`src/fetch_pkg.sv`:
```
`default_nettype none

package fetch_pkg;

    ////////////////////////////////////////
    // Widths
    ////////////////////////////////////////

    // Instruction and program counter width
    localparam int word_width = 32;

    ////////////////////////////////////////
    // Opcodes and states
    ////////////////////////////////////////

    // Next-address select for the program counter
    typedef enum logic [1:0] {
        PC_HOLD,
        PC_INCR,
        PC_JUMP
    } pc_sel_t;

    // Program loader FSM states
    typedef enum logic [1:0] {
        LD_IDLE,
        LD_WRITE,
        LD_ACK
    } load_state_t;

    ////////////////////////////////////////
    // Structs
    ////////////////////////////////////////

    // One host transfer on the load port
    typedef struct packed {
        logic [word_width-1:0] addr;
        logic [word_width-1:0] data;
    } load_word_t;

    // Write strobe from the loader into the memory
    typedef struct packed {
        logic                  en;
        logic [word_width-1:0] addr;
        logic [word_width-1:0] data;
    } mem_write_t;

    // Read request from the sequencer
    typedef struct packed {
        logic                  advance;
        logic [word_width-1:0] next_pc;
    } fetch_req_t;

    // Stage output towards IF/ID
    typedef struct packed {
        logic [word_width-1:0] instruction;
        logic [word_width-1:0] instruction_address;
        logic                  valid;
    } fetch_out_t;

endpackage

`default_nettype wire

```
`src/program_loader.sv`:
```
`timescale 1ns/100ps
`default_nettype none

module program_loader
(
    input  logic                   clk,
    input  logic                   rst,
    input  logic                   load_program,
    input  logic                   load_req,
    input  fetch_pkg::load_word_t  load_word,
    output logic                   load_ack,
    output fetch_pkg::mem_write_t  mem_write
);

    import fetch_pkg::*;

    load_state_t state;
    load_state_t state_next;
    load_word_t  word_q;
    logic        req_start;

    // New request, only honoured inside a load session
    assign req_start = (state == LD_IDLE) && load_req && load_program;

    ////////////////////////////////////////
    // Four-phase FSM
    ////////////////////////////////////////

    always_comb
    begin
        state_next = state;
        case (state)
            LD_IDLE:
                if (req_start)
                    state_next = LD_WRITE;
            LD_WRITE:
                state_next = LD_ACK;
            LD_ACK:
                // Wait for host to drop req
                if (!load_req)
                    state_next = LD_IDLE;
            default:
                state_next = LD_IDLE;
        endcase
    end

    always_ff @(posedge clk)
    begin
        if (rst)
            state <= LD_IDLE;
        else
            state <= state_next;
    end

    // Host word latched at request start
    always_ff @(posedge clk)
    begin
        if (req_start)
            word_q <= load_word;
    end

    ////////////////////////////////////////
    // Outputs
    ////////////////////////////////////////

    // Ack held until req falls, so one transfer gives one write
    assign load_ack = (state == LD_ACK);

    // Single-cycle write strobe
    assign mem_write = '{
        en:   (state == LD_WRITE),
        addr: word_q.addr,
        data: word_q.data
    };

    ////////////////////////////////////////
    // Checks
    ////////////////////////////////////////

    // Ack rises only while the host still holds req
    ack_after_req: assert property (
        @(posedge clk) disable iff (rst)
        $rose(load_ack) |-> $past(load_req)
    )
    else
        $error("load_ack rose without a pending load_req");

    // One write per transfer
    write_one_cycle: assert property (
        @(posedge clk) disable iff (rst)
        mem_write.en |=> !mem_write.en
    )
    else
        $error("mem_write.en held for two cycles");

endmodule

`default_nettype wire

```
`config.mk`:
```
export PLATFORM = sky130hd
export DESIGN_NAME = program_loader
export DESIGN_NICKNAME = d
export VERILOG_FILES = /design/src/fetch_pkg.sv /design/src/program_loader.sv
export SDC_FILE = /design/constraint.sdc
export NUM_CORES = 1
export LEC_CHECK = 0
export ABC_AREA = 1
export BUFFER_PORTS_ARGS = -buffer_cell sky130_fd_sc_hd__buf_2
export CORE_MARGIN = 1
export CORE_UTILIZATION = 41
export CTS_CLUSTER_DIAMETER = 50
export DETAILED_ROUTE_END_ITERATION = 6
export GPL_ROUTABILITY_DRIVEN = 0
export PLACE_DENSITY = 0.84
export SLEW_MARGIN = 20
export SYNTH_ARGS = -nofsm -noshare
export SYNTH_HDL_FRONTEND = slang
export SYNTH_SLANG_ARGS = --single-unit
```
`constraint.sdc`:
```
create_clock -name clk -period 5.1 [get_ports clk]
set_clock_uncertainty 0.05 [all_clocks]
set_input_delay 1.02 -clock clk [delete_from_list [all_inputs] [get_ports clk]]
set_output_delay 1.02 -clock clk [all_outputs]
set_load 0.05 [all_outputs]
```
# After elaboration in Yosys (flattened, before gate mapping)
# Cells that the tools add are included.
# totals
register_bits	66
inputBits	68
out_inout_bits	66
# classes
n_eq_ne	4
muxes	3
reduce_logical	4
# op_table
operator	n
2-bit case mux with 3 select lines	1
2-bit 2-to-1 mux	2
2-bit != test, second input constant	2
2-bit by 1-bit == test with 1-bit output, second input constant	1
2-bit == test, second input constant	1
1-bit logical AND	2
2-bit zero test	1
2-bit AND reduction	1

# Longest topological paths before layout
# logic_depth
ltp_word	5
ltp_mapped	4
mapped_depth_nobuf	3

# Worst setup path after synthesis
# OpenSTA, ideal clock, no wires.
# synth_path
kind	in2reg
from	input load_program
to	register word_q (netlist bit mem_write[0]) (enable)
arrival_ns	3.785
required_time_ns	4.564
setup_slack_ns	0.779
stages	2
path_buffers	0
cell_sequence	nand2_1 > nor2_1
# synth_via
elab_chain_len	1
# synth_rtl
element	line	rtl
from (decl)	program_loader.sv:8	input logic load_program,
1-bit logical AND	program_loader.sv:23	assign req_start = (state == LD_IDLE) && load_req && load_program;
net req_start	program_loader.sv:20	logic req_start;
to (signal assigned)	program_loader.sv:59	word_q <= load_word;
to (decl)	program_loader.sv:19	load_word_t word_q;
# The timed path passes the listed nets, and every way through them passes these cells.
# A chain may end at the register's enable or synchronous reset.

# Final worst setup path
# layout_path
from	input load_req
to	register word_q (netlist bit mem_write[25]) (enable)
# layout_via
elab_chain_len	2
# layout_rtl
element	line	rtl
from (decl)	program_loader.sv:9	input logic load_req,
1-bit logical AND (2 in a row)	program_loader.sv:23	
net req_start	program_loader.sv:20	
# The timed path passes the listed nets, and every way through them passes these cells.

==> impl_results.md <==
* Status: completed
* Pleak at 1.27 nW
* Fin util at 63.2%
* CTS H-tree lvls at 3
* Detailed-route via count at 1262
* Area Overhead vs Synth at 47.6%
* CTS tree: yes
* Initial DRC count at 50
* FF+latch count, synth at 66
* Antenna cell count at 0
* Worst slew margin at 75.4%
* Design Area, Final at 2990 um2
* Top_reg_cell synth: edfxtp_1
* YS warnings at 0
* CP max FO at 30
* Fmax at 0.459 GHz
* # rows at 25
* Hold Fails Final Rpt at 0
* Post-CTS sizing at 0
* Die height at 72.2 um
* GRT Resource Usage Total at 15.2%
* WL final at 3990 um
* Vias in the first global route at 1164
* Startpoint Class: input port
* Num CTS Buffers at 9
* Die X-Extent at 72.2 um
* First-pass iteration count of the detailed router at 4
* Mapped Cells at 78
* Worst slew pin tran at 368 ps
* Clock Path Buffers at 2
* Max VDD drop at 0.198 mV
* Synthesized net count at 146
* Per-cell routed wire length at 13.5 um
* Number of port buffers at 133
* Top-area cell type share of the netlist area at 95.0%
* Placement Setup Slack at 2140 ps
* RSZ-0062 raised after global routing: false
* Sink Count at 66
* Post-Syn Area per Cell at 25.9 um2
* Largest net degree at the start of global routing at 42
* Final setup fails at 0
* Area after DPL at 2780 um2
* CTS Hold Buffers Added at 0
* Total congestion overflow at 0
* Synth unique cells at 10
* EDFF count, synth at 64
* Critical path class: input port to register
* Max-cap viol count at 0
* Nets@finish at 291
* Count leader, synth: edfxtp_1
* Area contributors post-synth: edfxtp_1, dfxtp_1, nand2_1
* Worst-path clk slew at 70 ps
* ANT nets after route at 0
* Initial Util at 42.8%
* DIE AREA at 5220 um2
* Worst min path class: register to register
* Post-CTS setup buffers at 0
* PwrDens at 395 nW/um2
* CTS root buf: clkbuf_8
* Worst-skew pair later-pin latency at 320 ps
* Core ar. at 4720 um2
* Arr. time, crit path at 2130 ps
* PnR worst setup slack at 2920 ps
* WP data required at 5050 ps
* Final Max Tran Viols at 0
* Period utilization at 42.7%
* Largest area contributor in the synthesized netlist: edfxtp_1
* First-pass GRT wire length at 5450 um
* Vias/cell at 4.28
* Fin Setup TNS at 0 ps
* Initial antenna violation count at 0
* Final Power at 1.18 mW
* DRC violations left at 0
* Register area share after synthesis at 97.0%
* IO Pins at 134
* Mapped Area at 2020 um2
* Ratio of cells with drive above 1 in the final layout at 67.1%
* Min cycle time layout at 2180 ps
* Asr flop ratio synth at 0%
* Capturing element type of the critical path: register
* Top cells by count, synth: edfxtp_1, nand2_1, dfxtp_1, inv_1, nor2_1
==> path summary, 6_finish.rpt <==
check            from       endpoint  slack, ps  cells after the start
max          load_req  mem_write[25]       2920                      5
min          state[1]       state[1]        450                      2
max reg2reg  state[1]  mem_write[25]       3320                      5
min reg2reg  state[1]       state[1]        450                      2
==> final cells by class <==
cell class | instances | area, um2
flip-flops and latches | 66 | 1960
fillers | 346 | 1740
repair buffers | 135 | 693
clock buffers | 11 | 131
well taps | 67 | 83.8
clock inverters | 5 | 55.1
multi-input cells | 8 | 50.0
inverters | 3 | 11.3
==> registers in the layout, summed over array words and instances, names as in the netlist <==
signal / flops
mem_write: 64
state: 2
==> metrics by stage <==
| stage | std cells | hold WS, ps |
|---|---|---|
| 6_report | 295 | 454 |
| 5_1_grt | 295 | 487 |
| 4_1_cts | 294 | 454 |
| 3_5_place_dp | 278 | 443 |
| 3_3_place_gp | 278 | 439 |
| 2_1_floorplan | 78 | 422 |
==> logic make-up after synthesis <==
group | synth area share (%)
AO/OA/AOI/OAI | 0.433
buffers and inverters | 0.928
flip-flops | 97.0
AND/OR/NAND/NOR | 1.67
==> where the power goes <==
part	leakage [nW]	switching, mW	internal (mW)
clock network	0.0893	0.182	0.224
logic	0.571	0.108	0.0359
registers	0.613	0.00523	0.624
total	1.27	0.295	0.884
==> metal layers <==
metal | track usage [%] | routed length, um | vias to the layer above
met5 | 0 | 0 | -
met4 | 11.1 | 96 | 0
met3 | 6.67 | 400 | 9
met2 | 24.6 | 1980 | 81
met1 | 15.5 | 1510 | 581
li1 | - | - | 591
==> critical path, cell delays in order <==
cell and delay, ps:
buf_2 90, nand2_1 100, nor2_4 340, buf_12 250, buf_4 320
==> cells in the final DEF, fill, tap and decap left out <==
master / netlist / final
a21oi_2: 1 / 1
buf_12: 0 / 1
buf_2: 0 / 133
buf_4: 1 / 1
bufinv_16: 0 / 1
clkbuf_1: 0 / 2
clkbuf_8: 0 / 9
clkinv_2: 0 / 2
clkinvlp_4: 0 / 2
dfxtp_1: 2 / 2
edfxtp_1: 64 / 64
inv_1: 2 / 2
inv_2: 1 / 1
nand2_1: 3 / 3
nand3_1: 1 / 1
nor2_1: 2 / 1
nor2_4: 0 / 1
nor3_2: 1 / 1
(Power assumes the default switching activity.)
