$ cat src/fetch_pkg.sv
`default_nettype none

package fetch_pkg;

    ////////////////////////////////////////
    // Widths
    ////////////////////////////////////////

    // Instruction and program counter width
    localparam int word_width = 32;

    ////////////////////////////////////////
    // Opcodes and states
    ////////////////////////////////////////

    // Next-address select for the program counter
    typedef enum logic [1:0] {
        PC_HOLD,
        PC_INCR,
        PC_JUMP
    } pc_sel_t;

    // Program loader FSM states
    typedef enum logic [1:0] {
        LD_IDLE,
        LD_WRITE,
        LD_ACK
    } load_state_t;

    ////////////////////////////////////////
    // Structs
    ////////////////////////////////////////

    // One host transfer on the load port
    typedef struct packed {
        logic [word_width-1:0] addr;
        logic [word_width-1:0] data;
    } load_word_t;

    // Write strobe from the loader into the memory
    typedef struct packed {
        logic                  en;
        logic [word_width-1:0] addr;
        logic [word_width-1:0] data;
    } mem_write_t;

    // Read request from the sequencer
    typedef struct packed {
        logic                  advance;
        logic [word_width-1:0] next_pc;
    } fetch_req_t;

    // Stage output towards IF/ID
    typedef struct packed {
        logic [word_width-1:0] instruction;
        logic [word_width-1:0] instruction_address;
        logic                  valid;
    } fetch_out_t;

endpackage

`default_nettype wire

$ cat src/pc_sequencer.sv
`timescale 1ns/100ps
`default_nettype none

module pc_sequencer
(
    input  logic                               clk,
    input  logic                               rst,
    input  logic                               if_id_write,
    input  logic                               pc_write,
    input  logic                               pc_sel_jump,
    input  logic                               stop_debug,
    input  logic                               load_program,
    input  logic [fetch_pkg::word_width-1:0]   pc_jump,
    output fetch_pkg::fetch_req_t              fetch_req,
    output logic [fetch_pkg::word_width-1:0]   instruction_address,
    output logic                               valid
);

    import fetch_pkg::*;

    ////////////////////////////////////////
    // Control decode
    ////////////////////////////////////////

    logic                  advance;
    pc_sel_t               pc_sel;
    logic [word_width-1:0] pc;
    logic [word_width-1:0] next_pc;

    // Stage moves only when IF/ID accepts and no debug stop or load session
    assign advance = if_id_write && !stop_debug && !load_program;

    // Jump wins over increment
    always_comb
    begin
        if (pc_sel_jump)
            pc_sel = PC_JUMP;
        else if (pc_write)
            pc_sel = PC_INCR;
        else
            pc_sel = PC_HOLD;
    end

    // Next address mux
    always_comb
    begin
        case (pc_sel)
            PC_JUMP:
                next_pc = pc_jump;
            PC_INCR:
                next_pc = pc + 1'b1;
            default:
                next_pc = pc;
        endcase
    end

    ////////////////////////////////////////
    // Program counter and valid
    ////////////////////////////////////////

    always_ff @(posedge clk)
    begin
        if (rst)
            pc <= '0;
        else if (advance)
            pc <= next_pc;
    end

    // Valid drops for a load session, comes back on the first advance after it
    always_ff @(posedge clk)
    begin
        if (rst)
            valid <= 1'b0;
        else if (load_program)
            valid <= 1'b0;
        else if (advance)
            valid <= 1'b1;
    end

    // Address of the following word
    assign instruction_address = pc + 1'b1;

    // Memory reads at next_pc on the same edge the PC loads it
    assign fetch_req = '{advance: advance, next_pc: next_pc};

    ////////////////////////////////////////
    // Checks
    ////////////////////////////////////////

    // Back-pressure holds the PC across the edge
    pc_hold_on_stall: assert property (
        @(posedge clk) disable iff (rst)
        !advance |=> $stable(pc)
    )
    else
        $error("pc changed without advance");

endmodule

`default_nettype wire

$ cat config.mk
export PLATFORM = sky130hd
export DESIGN_NAME = pc_sequencer
export DESIGN_NICKNAME = d
export VERILOG_FILES = /design/src/fetch_pkg.sv /design/src/pc_sequencer.sv
export SDC_FILE = /design/constraint.sdc
export NUM_CORES = 1
export LEC_CHECK = 0
export ABC_AREA = 0
export BUFFER_PORTS_ARGS = -buffer_cell sky130_fd_sc_hd__buf_4
export CAP_MARGIN = 20
export CELL_PAD_IN_SITES_DETAIL_PLACEMENT = 1
export CELL_PAD_IN_SITES_GLOBAL_PLACEMENT = 1
export CORE_MARGIN = 2
export CORE_UTILIZATION = 35
export CTS_BUF_LIST = sky130_fd_sc_hd__clkbuf_8
export DETAILED_ROUTE_END_ITERATION = 8
export PLACE_DENSITY_LB_ADDON = 0.1
export SLEW_MARGIN = 20
export SYNTH_ARGS = -nofsm -noshare
export SYNTH_HDL_FRONTEND = slang
export SYNTH_SLANG_ARGS = --single-unit
export TNS_END_PERCENT = 10
$ cat constraint.sdc
create_clock -name clk -period 5.9 [get_ports clk]
set_clock_uncertainty 0.2 [all_clocks]
set_input_delay 0.295 -clock clk [delete_from_list [all_inputs] [get_ports clk]]
set_output_delay 0.295 -clock clk [all_outputs]
set_load 0.05 [all_outputs]
Word-level counts from Yosys, hierarchy flattened

Cells that the tools add are included.

Add/sub/neg operators: 1
Eq/ne operators: 2
Multiplexer cells: 3
Reductions and logical operators: 5

Operator list:

| operator                                       | count |
|---|---|
| one-hot mux 32 bit (2 select lines)            | 1 |
| adder 32 x 1 -> 32 bit (second input constant) | 1 |
| == test 2 x 1 -> 1 bit (second input constant) | 1 |
| == test 2 bit (second input constant)          | 1 |
| logical AND 1 bit                              | 2 |
| logical NOT 1 bit                              | 2 |
| two-way mux 2 bit                              | 1 |
| OR reduction 2 bit                             | 1 |
| two-way mux 1 bit                              | 1 |

Flip-flop bits (word level): 33
Bits of input ports: 39
Output and inout bits: 66
Word-level logic and storage cells: 13

Logic depth before layout (Yosys ltp)

Gate-level depths: netlist (run 1).

Word-level depth: 4
Depth in mapped cells: 7
Gate-level depth less buffers: 6

Worst setup path after synthesis (run 1)

Ideal clock, no wire load.

Path kind: reg2out
Start point: reg pc[0]
End point: out fetch_req[18] (netlist bit)
Arrival time: 2.626 ns
Data required time: 5.405 ns
Setup slack: 2.779 ns
Stages on the path, launching flop included: 7
Path buffers: 0
Cells stage by stage: dfxtp_1 > ha_1 > nand2_1 > or3_1 > nor4_2 > xnor2_1 > o21ai_0

RTL lines:

| what                   | RTL line           | text |
|---|---|---|
| from (decl)            | pc_sequencer.sv:27 | `logic [word_width-1:0] pc;` |
| from (signal assigned) | pc_sequencer.sv:66 | `pc <= next_pc;` |
| to (decl)              | pc_sequencer.sv:14 | `output fetch_pkg::fetch_req_t fetch_req,` |

Final worst setup path (run 1)

Start point: reg pc[5]
End point: out instruction_address[31] (netlist bit)

Word-level cells in the longest chain between the ends: 1

RTL lines:

| what                   | RTL line           | text |
|---|---|---|
| adder 32 x 1 -> 32 bit | pc_sequencer.sv:81 | `assign instruction_address = pc + 1'b1;` |
| to (decl)              | pc_sequencer.sv:15 | `output logic [fetch_pkg::word_width-1:0] instruction_address,` |

Every way passes these cells.

==> results.md, run 1 <==
- CTS clock-pin slew for the worst setup and hold paths: ~0.080 ns
- Status: finished, final reports clean
- Core ar.: 9240 sq um
- Gpl congestion: 0.8738
- Post-synth top flop: dfxtp_1
- #FFs+latches synth: 33
- Fin Setup TNS: 0 ns
- Max Cap Viol: 0
- Hold Slack: between 0.08 and 0.09 ns
- DR vias/cell: 5.558
- Worst Hold Launch: if_id_write
- Starting Density: 0.3602
- Die area: 10,310 sq um
- HP Class: in -> reg
- Setup crit start kind: flip-flop
- Reg-to-reg startpoint: pc[5]$_SDFFE_PP0P_
- Slowest cell on crit path: nor4_4
- PortBufs: 104
- Syn Nets: 519
- R2r setup slk: roughly 2.9 ns
- Maximum clock frequency: around 0.28 GHz
- Fillers: 1,199
- Clk sinks: 33
- Final Hold Fails: 0
- Int Power: 378.8 uW
- YS warnings: 0
- Vias in the first global route: 3,682
- Worst-path cell chain: nand4_1 -> nor4_4 -> nand3_2 -> o21ai_0 -> nand2_1 -> buf_4
- DR iter-0 viols: 131
- GR Overflow Total: 0
- Postcts setup bufs: 0
- Register share of total power: 0.390
- Hold Path End: valid$_SDFFE_PP0P_
- Share of cells above drive strength 1: 0.2348
- Via count: 3,724
- Nets: between 500 and 600
- Req. time, crit path: 5.41 ns
- Die width: between 100 and 150 microns
- Fraction of registers with async set/reset: 0
- Critical path arrival: 3.06 ns
- Crit-path max FO: 16
- Post-synth EDFFs: 0
- LEAKAGE: between 0.0015 and 0.002 uW
- Fin crit period: 3.550 ns
- Comb pwr share: 0.334
- H-tree depth: 2
- Die H: 101.5 microns
- Most frequent cells after synthesis: nand2_1, dfxtp_1, o21ai_0
- Share of the yosys chip area belonging to registers: 0.1985
- RSZ-0062 raised after global routing: no
- DR pass1 iterations: 4
- Synth cell types: 56
- Slew HR: 0.3151
- CP max stage delay: 0.90 ns
- Kind of critical path: reg -> out
- Tcrit/Tclk final: 0.6018
- Synth area leader: dfxtp_1
- Wire length per cell: ~18 microns
- Worst slew pin tran: 1.020 ns
- Net Sw Power: 252.7 uW
- Placed wire-length estimate: 8438 microns
- Worst skew pair latency: 0.29 ns
- Pins Over Slew Limit: 0
- Worst Hold Depth: 3
- Clk root buf: clkbuf_8
- Antenna Nets Post-Route: 0
- Top area cells in the synthesized netlist: dfxtp_1, nand2_1, xnor2_1
- Area share of the largest cell type after synthesis: 0.1985
- Post-Syn Area: 3328 sq um
- Worst vdd ir: 0.08137 mV
- Synthesis-to-finish area growth: 24.51%
- Switching part of the total: 0.4002
- CTS tree: done
- # DRC: 0
- Final setup fails: 0
- Capturing point of the worst reg2reg path: pc[31]$_SDFFE_PP0P_
- Gr usage total: 0.2294
- WL final: between 10,000 and 15,000 microns
- Mapped Cells: roughly 480
- PD cells: 152.4 nW/um^2
- CP endpoint kind: output pin
- # IOs: 105
- Clock power frac: 0.276
- Depth of the most critical reg-to-reg path: 5
- Largest net degree at the start of global routing: 92
- First-pass GRT wire length: 18,880 microns
- Most numerous cell in the Yosys netlist: nand2_1
- CTS max path bufs: 2
- Mean Syn Cell Area: about 7 sq um
- Initial antenna violation count: 0
- Site Rows: 35
- Diodes inserted: 0
- Total CTS buffers: 5
[repair_timing]
action                    CTS  global route
resized for setup           0             0
hold buffers                1             0
hold endpoints to repair    1             0
[cells by family (layout without fill, tap and decap cells)]
| kind of cell | Yosys count | count (layout) | synth area share |
|---|---|---|---|
| XOR/XNOR | 59 | 59 | 0.1553 |
| AND/OR/NAND/NOR | 206 | 206 | 0.3237 |
| adder cells (fa/ha/maj) | 2 | 2 | 0.007518 |
| buffers and inverters | 63 | 126 | 0.08271 |
| flip-flops | 33 | 33 | 0.1985 |
| AO/OA/AOI/OAI | 106 | 106 | 0.2045 |
| multiplexers | 9 | 9 | 0.02782 |
[worst max-delay path: cells and delay by family, from the launching register on]
| kind | cells | cell delay, ns |
|---|---|---|
| compound gates | 1 | 0.37 |
| buf+inv | 1 | 0.20 |
| flops | 1 | 0.50 |
| simple gates | 4 | 1.69 |
[registers in the layout, summed over array words and instances (netlist names)]
name   count
pc        32
valid      1
[worst max path at each step]
| stage | from | endpoint | slack (ns) | cells past startpoint |
|---|---|---|---|---|
| after floorplan | pc[0]$_SDFFE_PP0P_ | fetch_req[18] | 2.78 | 6 |
| after global placement | pc[3]$_SDFFE_PP0P_ | instruction_address[31] | 2.79 | 6 |
| after detailed placement | pc[5]$_SDFFE_PP0P_ | instruction_address[31] | 2.69 | 6 |
| after CTS | pc[5]$_SDFFE_PP0P_ | instruction_address[31] | 2.33 | 6 |
| after global routing | pc[4]$_SDFFE_PP0P_ | instruction_address[31] | 2.08 | 6 |
| final | pc[5]$_SDFFE_PP0P_ | instruction_address[31] | 2.35 | 6 |
[routing by layer]
layer  vias up  GRT usage  routed length, microns
li1       1823          -                       -
met1      1778     0.3017                    5225
met2       109     0.3963                    5956
met3        14    0.02346                     601
met4         0    0.06653                     173
met5         -          0                       0
[power groups by stage]
stage          registers, uW  logic [uW]  clock network, uW
3_5_place_dp             251         211                  0
4_1_cts                  246         212                178
6_report                 246         211                174
3_3_place_gp             250         209                  0
5_1_grt                  248         224                189
2_1_floorplan            238         153                  0
[area by class of cell]
type / instances / area (sq um) / area share
inverter: 11 / 41.29 / 0.009964
sequential: 33 / 660.6 / 0.1594
timing repair buffer: 107 / 805.8 / 0.1944
tap: 129 / 161.4 / 0.03895
clock inverter: 3 / 13.76 / 0.003321
clock buffer: 5 / 68.82 / 0.01661
multi-input combinational: 382 / 2392 / 0.5773
[layout by cell type, fill, tap and decap left out, types with 4 or more instances in the layout]
| cell type | count |
|---|---|
| o21ai_0 | 33 |
| xnor2_1 | 31 |
| a32o_1 | 6 |
| a21oi_1 | 18 |
| and2_1 | 5 |
| dfxtp_1 | 33 |
| nor4_2 | 4 |
| o22ai_1 | 6 |
| inv_1 | 10 |
| clkbuf_8 | 5 |
| nor3_1 | 13 |
| nand4_1 | 18 |
| o21ai_1 | 9 |
| nor4_1 | 7 |
| nand3_1 | 23 |
| and4_1 | 5 |
| and3_1 | 4 |
| a32oi_1 | 5 |
| xor2_1 | 28 |
| or3_1 | 5 |
| buf_4 | 106 |
| nor2_1 | 30 |
| mux2i_1 | 7 |
| a31oi_1 | 5 |
| o31ai_1 | 5 |
| nand2_1 | 74 |
[per-stage QoR]
stage | instance area, sq um | utilization | setup WS [ns] | cells | power, uW
6_report | 4144 | 0.4485 | 2.350 | 670 | 631.5
5_1_grt | 4144 | 0.4485 | 2.081 | 670 | 660.9
4_1_cts | 4144 | 0.4485 | 2.335 | 670 | 635.7
3_5_place_dp | 4051 | 0.4385 | 2.685 | 661 | 461.8
3_3_place_gp | 4051 | 0.4385 | 2.793 | 661 | 458.9
2_1_floorplan | 3328 | - | 2.779 | 478 | 391.2
(Power assumes the default switching activity.)
==> inputs of run 2 (changes only) <==
Settings changed: ABC_AREA 0 to 1, CORE_UTILIZATION 35 to 30.
Clock period 5.9 ns to 3.05 ns, I/O delays scaled along.
==> run 2 against run 1 <==
Against the previous run:
- flip-flop and latch count unchanged
- non-clock buffer count increased by 2
- critical path depth increased by 2
- largest cell class unchanged
- highest routed layer unchanged
==> results.md, run 2 <==
- CTS tree: done
- Top area cells in the synthesized netlist: dfxtp_1, nand2_1, inv_1
- Share of cells above drive strength 1: 0.2257 (-0.009056)
- Req. time, crit path: 2.70 ns (-2.71 ns)
- YS warnings: 0 (unchanged)
- CTS max path bufs: 2 (unchanged)
- HP Class: in -> reg
- DR iter-0 viols: 115 (-12%)
- Worst skew pair latency: 0.29 ns (about the same)
- Site Rows: 35 (unchanged)
- Most frequent cells after synthesis: nand2_1, inv_1, nand3_1
- CTS clock-pin slew for the worst setup and hold paths: 0.07 ns (about the same)
- Placed cells: 679 (+2.7%)
- Placed wire-length estimate: 8000 microns (-5.2%)
- First-pass GRT wire length: 16,890 microns (-11%)
- Vias in the first global route: 3,418 (-7.2%)
- Die area: 10,180 sq um (-1.2%)
- Wire length per cell: 15.42 microns (-14%)
- Commonest non-fill, non-tap cell in the layout: nand2_1
- Max reg flops: 32 (unchanged)
- Synth area leader: dfxtp_1
- Maximum clock frequency: 0.4002 GHz
- Status: finished, final reports clean
- CP max stage delay: 0.43 ns (-0.47 ns)
- Diodes inserted: 0 (unchanged)
- Pins Over Slew Limit: 0 (unchanged)
- Clk sinks: 33 (unchanged)
- Max Cap Viol: 0 (unchanged)
- Final Hold Fails: 0 (unchanged)
- Tcrit/Tclk final: 0.8193
- DR vias/cell: 4.962 (-11%)
- RSZ-0062 raised after global routing: no
- Most frequent cells in the layout: nand2_1, buf_4, inv_1, nand3_1, nor2_1
- Worst vdd ir: 0.1503 mV (+85%)
- Area share of the largest cell type after synthesis: 0.2345 (+0.03596)
- Worst-path cell chain: ha_1 -> nand3_1 -> nor2_1 -> and2_1 -> xor2_1 -> nand2_1 -> nand2_1 -> buf_4
- Crit-path max FO: 6 (-10)
- Core ar.: 9196 sq um (-0.47%)
- Mapped Cells: 482 (+0.84%)
- Slew HR: 0.3500 (+0.03492)
- Slowest cell on crit path: dfxtp_1
- # IOs: 105 (unchanged)
- Biggest regs: pc x32, valid x1
- Post-synth EDFFs: 0 (unchanged)
- Nets: 617 (+6.2%)
- Starting Density: 0.3064 (-0.05380)
- Antenna Nets Post-Route: 0 (unchanged)
- Syn Nets: 523 (+0.77%)
- Die width: 100.9 microns (-0.59%)
- Die H: 100.9 microns (-0.59%)
- Synth cell types: 25 (-55%)
- Worst slew pin tran: 0.9739 ns (-0.04580 ns)
- PortBufs: 104 (unchanged)
- Gpl congestion: 0.8231 (-5.8%)
- # DRC: 0 (unchanged)
- Synthesis-to-finish area growth: 34.33%
- CP delay by family, top: simple AND/OR/NAND/NOR gates
- Largest net degree at the start of global routing: 38 (-59%)
- #FFs+latches synth: 33 (unchanged)
- PD cells: 353.6 nW/um^2 (+130%)
- WL final: 10,590 microns (-11%)
- Share of the yosys chip area belonging to registers: 0.2345 (+0.03596)
- Non-Filler Instances: 687 (+2.5%)
- GR Overflow Total: 0 (unchanged)
- DR pass1 iterations: 4 (unchanged)
- Most numerous cell in the Yosys netlist: nand2_1
- Via count: 3,409 (-8.5%)
- Final setup fails: 0 (unchanged)
- H-tree depth: 2 (unchanged)
- Total CTS buffers: 5 (unchanged)
- Crit path buffers/inverters: 1 (unchanged)
- Initial antenna violation count: 0 (unchanged)
- Gr usage total: 0.2095 (-0.01993)
- CP endpoint kind: output pin
- Mean Syn Cell Area: 5.846 sq um (-16%)
- Post-Syn Area: 2818 sq um (-15%)
- Largest Register: pc
- Fin crit period: 2.499 ns
- Setup crit start kind: flip-flop
- Clk root buf: clkbuf_8
- Kind of critical path: reg -> out
- Top cell by count, worst path: nand2_1
- Fin Setup TNS: 0 ns (unchanged)
- Fraction of registers with async set/reset: 0 (unchanged)
- Post-synth top flop: dfxtp_1
- Critical path arrival: 2.15 ns (-0.91 ns)
- LEAKAGE: 0.001903 uW (+16%)
-- run 2: cell types whose count changed after synthesis, moves of 13 or more --
cell	previous run	this run
xor2_1	28	12
a22oi_1	1	31
o21ai_0	33	10
nand4_1	18	0
xnor2_1	31	0
buf_2	22	7
nand2_1	74	166
clkbuf_1	24	11
nand3_1	23	45
inv_1	9	63
-- run 2: cell families (layout without fill, tap and decap cells) --
| family | Yosys count | count (layout) | share of synthesized area |
|---|---|---|---|
| simple gates | 272 | 272 | 0.4094 |
| buf+inv | 85 | 179 | 0.1190 |
| compound gates | 75 | 75 | 0.1736 |
| flops | 33 | 33 | 0.2345 |
| xor+xnor | 15 | 15 | 0.05462 |
| fa+ha+maj | 2 | 2 | 0.008880 |
-- run 2: through the flow --
step / hold WS, ns / util / cell area, sq um / power (uW) / setup slack [ns]
floorplan: 0.1087 / - / 2818 / 823.4 / 0.2352
global placement: 0.2188 / 0.4011 / 3689 / 992.8 / 0.8962
finish: 0.006528 / 0.4116 / 3785 / 1338 / 0.5511
detailed placement: 0.2297 / 0.4011 / 3689 / 998.6 / 0.8886
global route: 0.02065 / 0.4116 / 3785 / 1397 / 0.4075
CTS: 0.0000007772 / 0.4116 / 3785 / 1350 / 0.5391
-- run 2: tightest hold or removal path: stages --
cell and delay (ns):
buf_4 0.08, a22oi_1 0.08, a31oi_1 0.14
-- run 2: final timing paths --
check	start	end	slack, ns	cells past startpoint
hold / removal	pc_jump[1]	pc[1]$_SDFFE_PP0P_	0.007	3
hold reg to reg	valid$_SDFFE_PP0P_	valid$_SDFFE_PP0P_	0.29	1
setup / recovery	pc[1]$_SDFFE_PP0P_	fetch_req[10]	0.55	8
setup reg to reg	pc[1]$_SDFFE_PP0P_	pc[20]$_SDFFE_PP0P_	1.00	12
-- run 2: power breakdown --
| part | total, uW | switching [uW] | internal, uW |
|---|---|---|---|
| sequential | 485 | 32.2 | 453 |
| clock | 351 | 175 | 176 |
| combinational | 503 | 342 | 161 |
| total | 1340 | 548 | 790 |
-- run 2: cell type report --
class / count / area (sq um)
Fill cell: 1284 / 5411
Multi-Input combinational cell: 364 / 1829
Timing Repair Buffer: 109 / 833.3
Sequential cell: 33 / 660.6
Inverter: 63 / 236.5
Tap cell: 111 / 138.9
Clock buffer: 6 / 82.58
Clock inverter: 1 / 3.754
-- run 2: per-layer routing --
metal,wire length [microns],GRT usage
met3,517,0.03190
met1,5175,0.2827
met2,4796,0.3554
met5,0,0
met4,102,0.04158
-- run 2: timing repair --
item | 4_1_cts | 5_1_grt
endpoints found under the setup margin | 0 | 0
buffers inserted | 0 | 0
gates resized for setup | 0 | 0
endpoints found under the hold margin | 1 | 0
hold buffers | 1 | 0
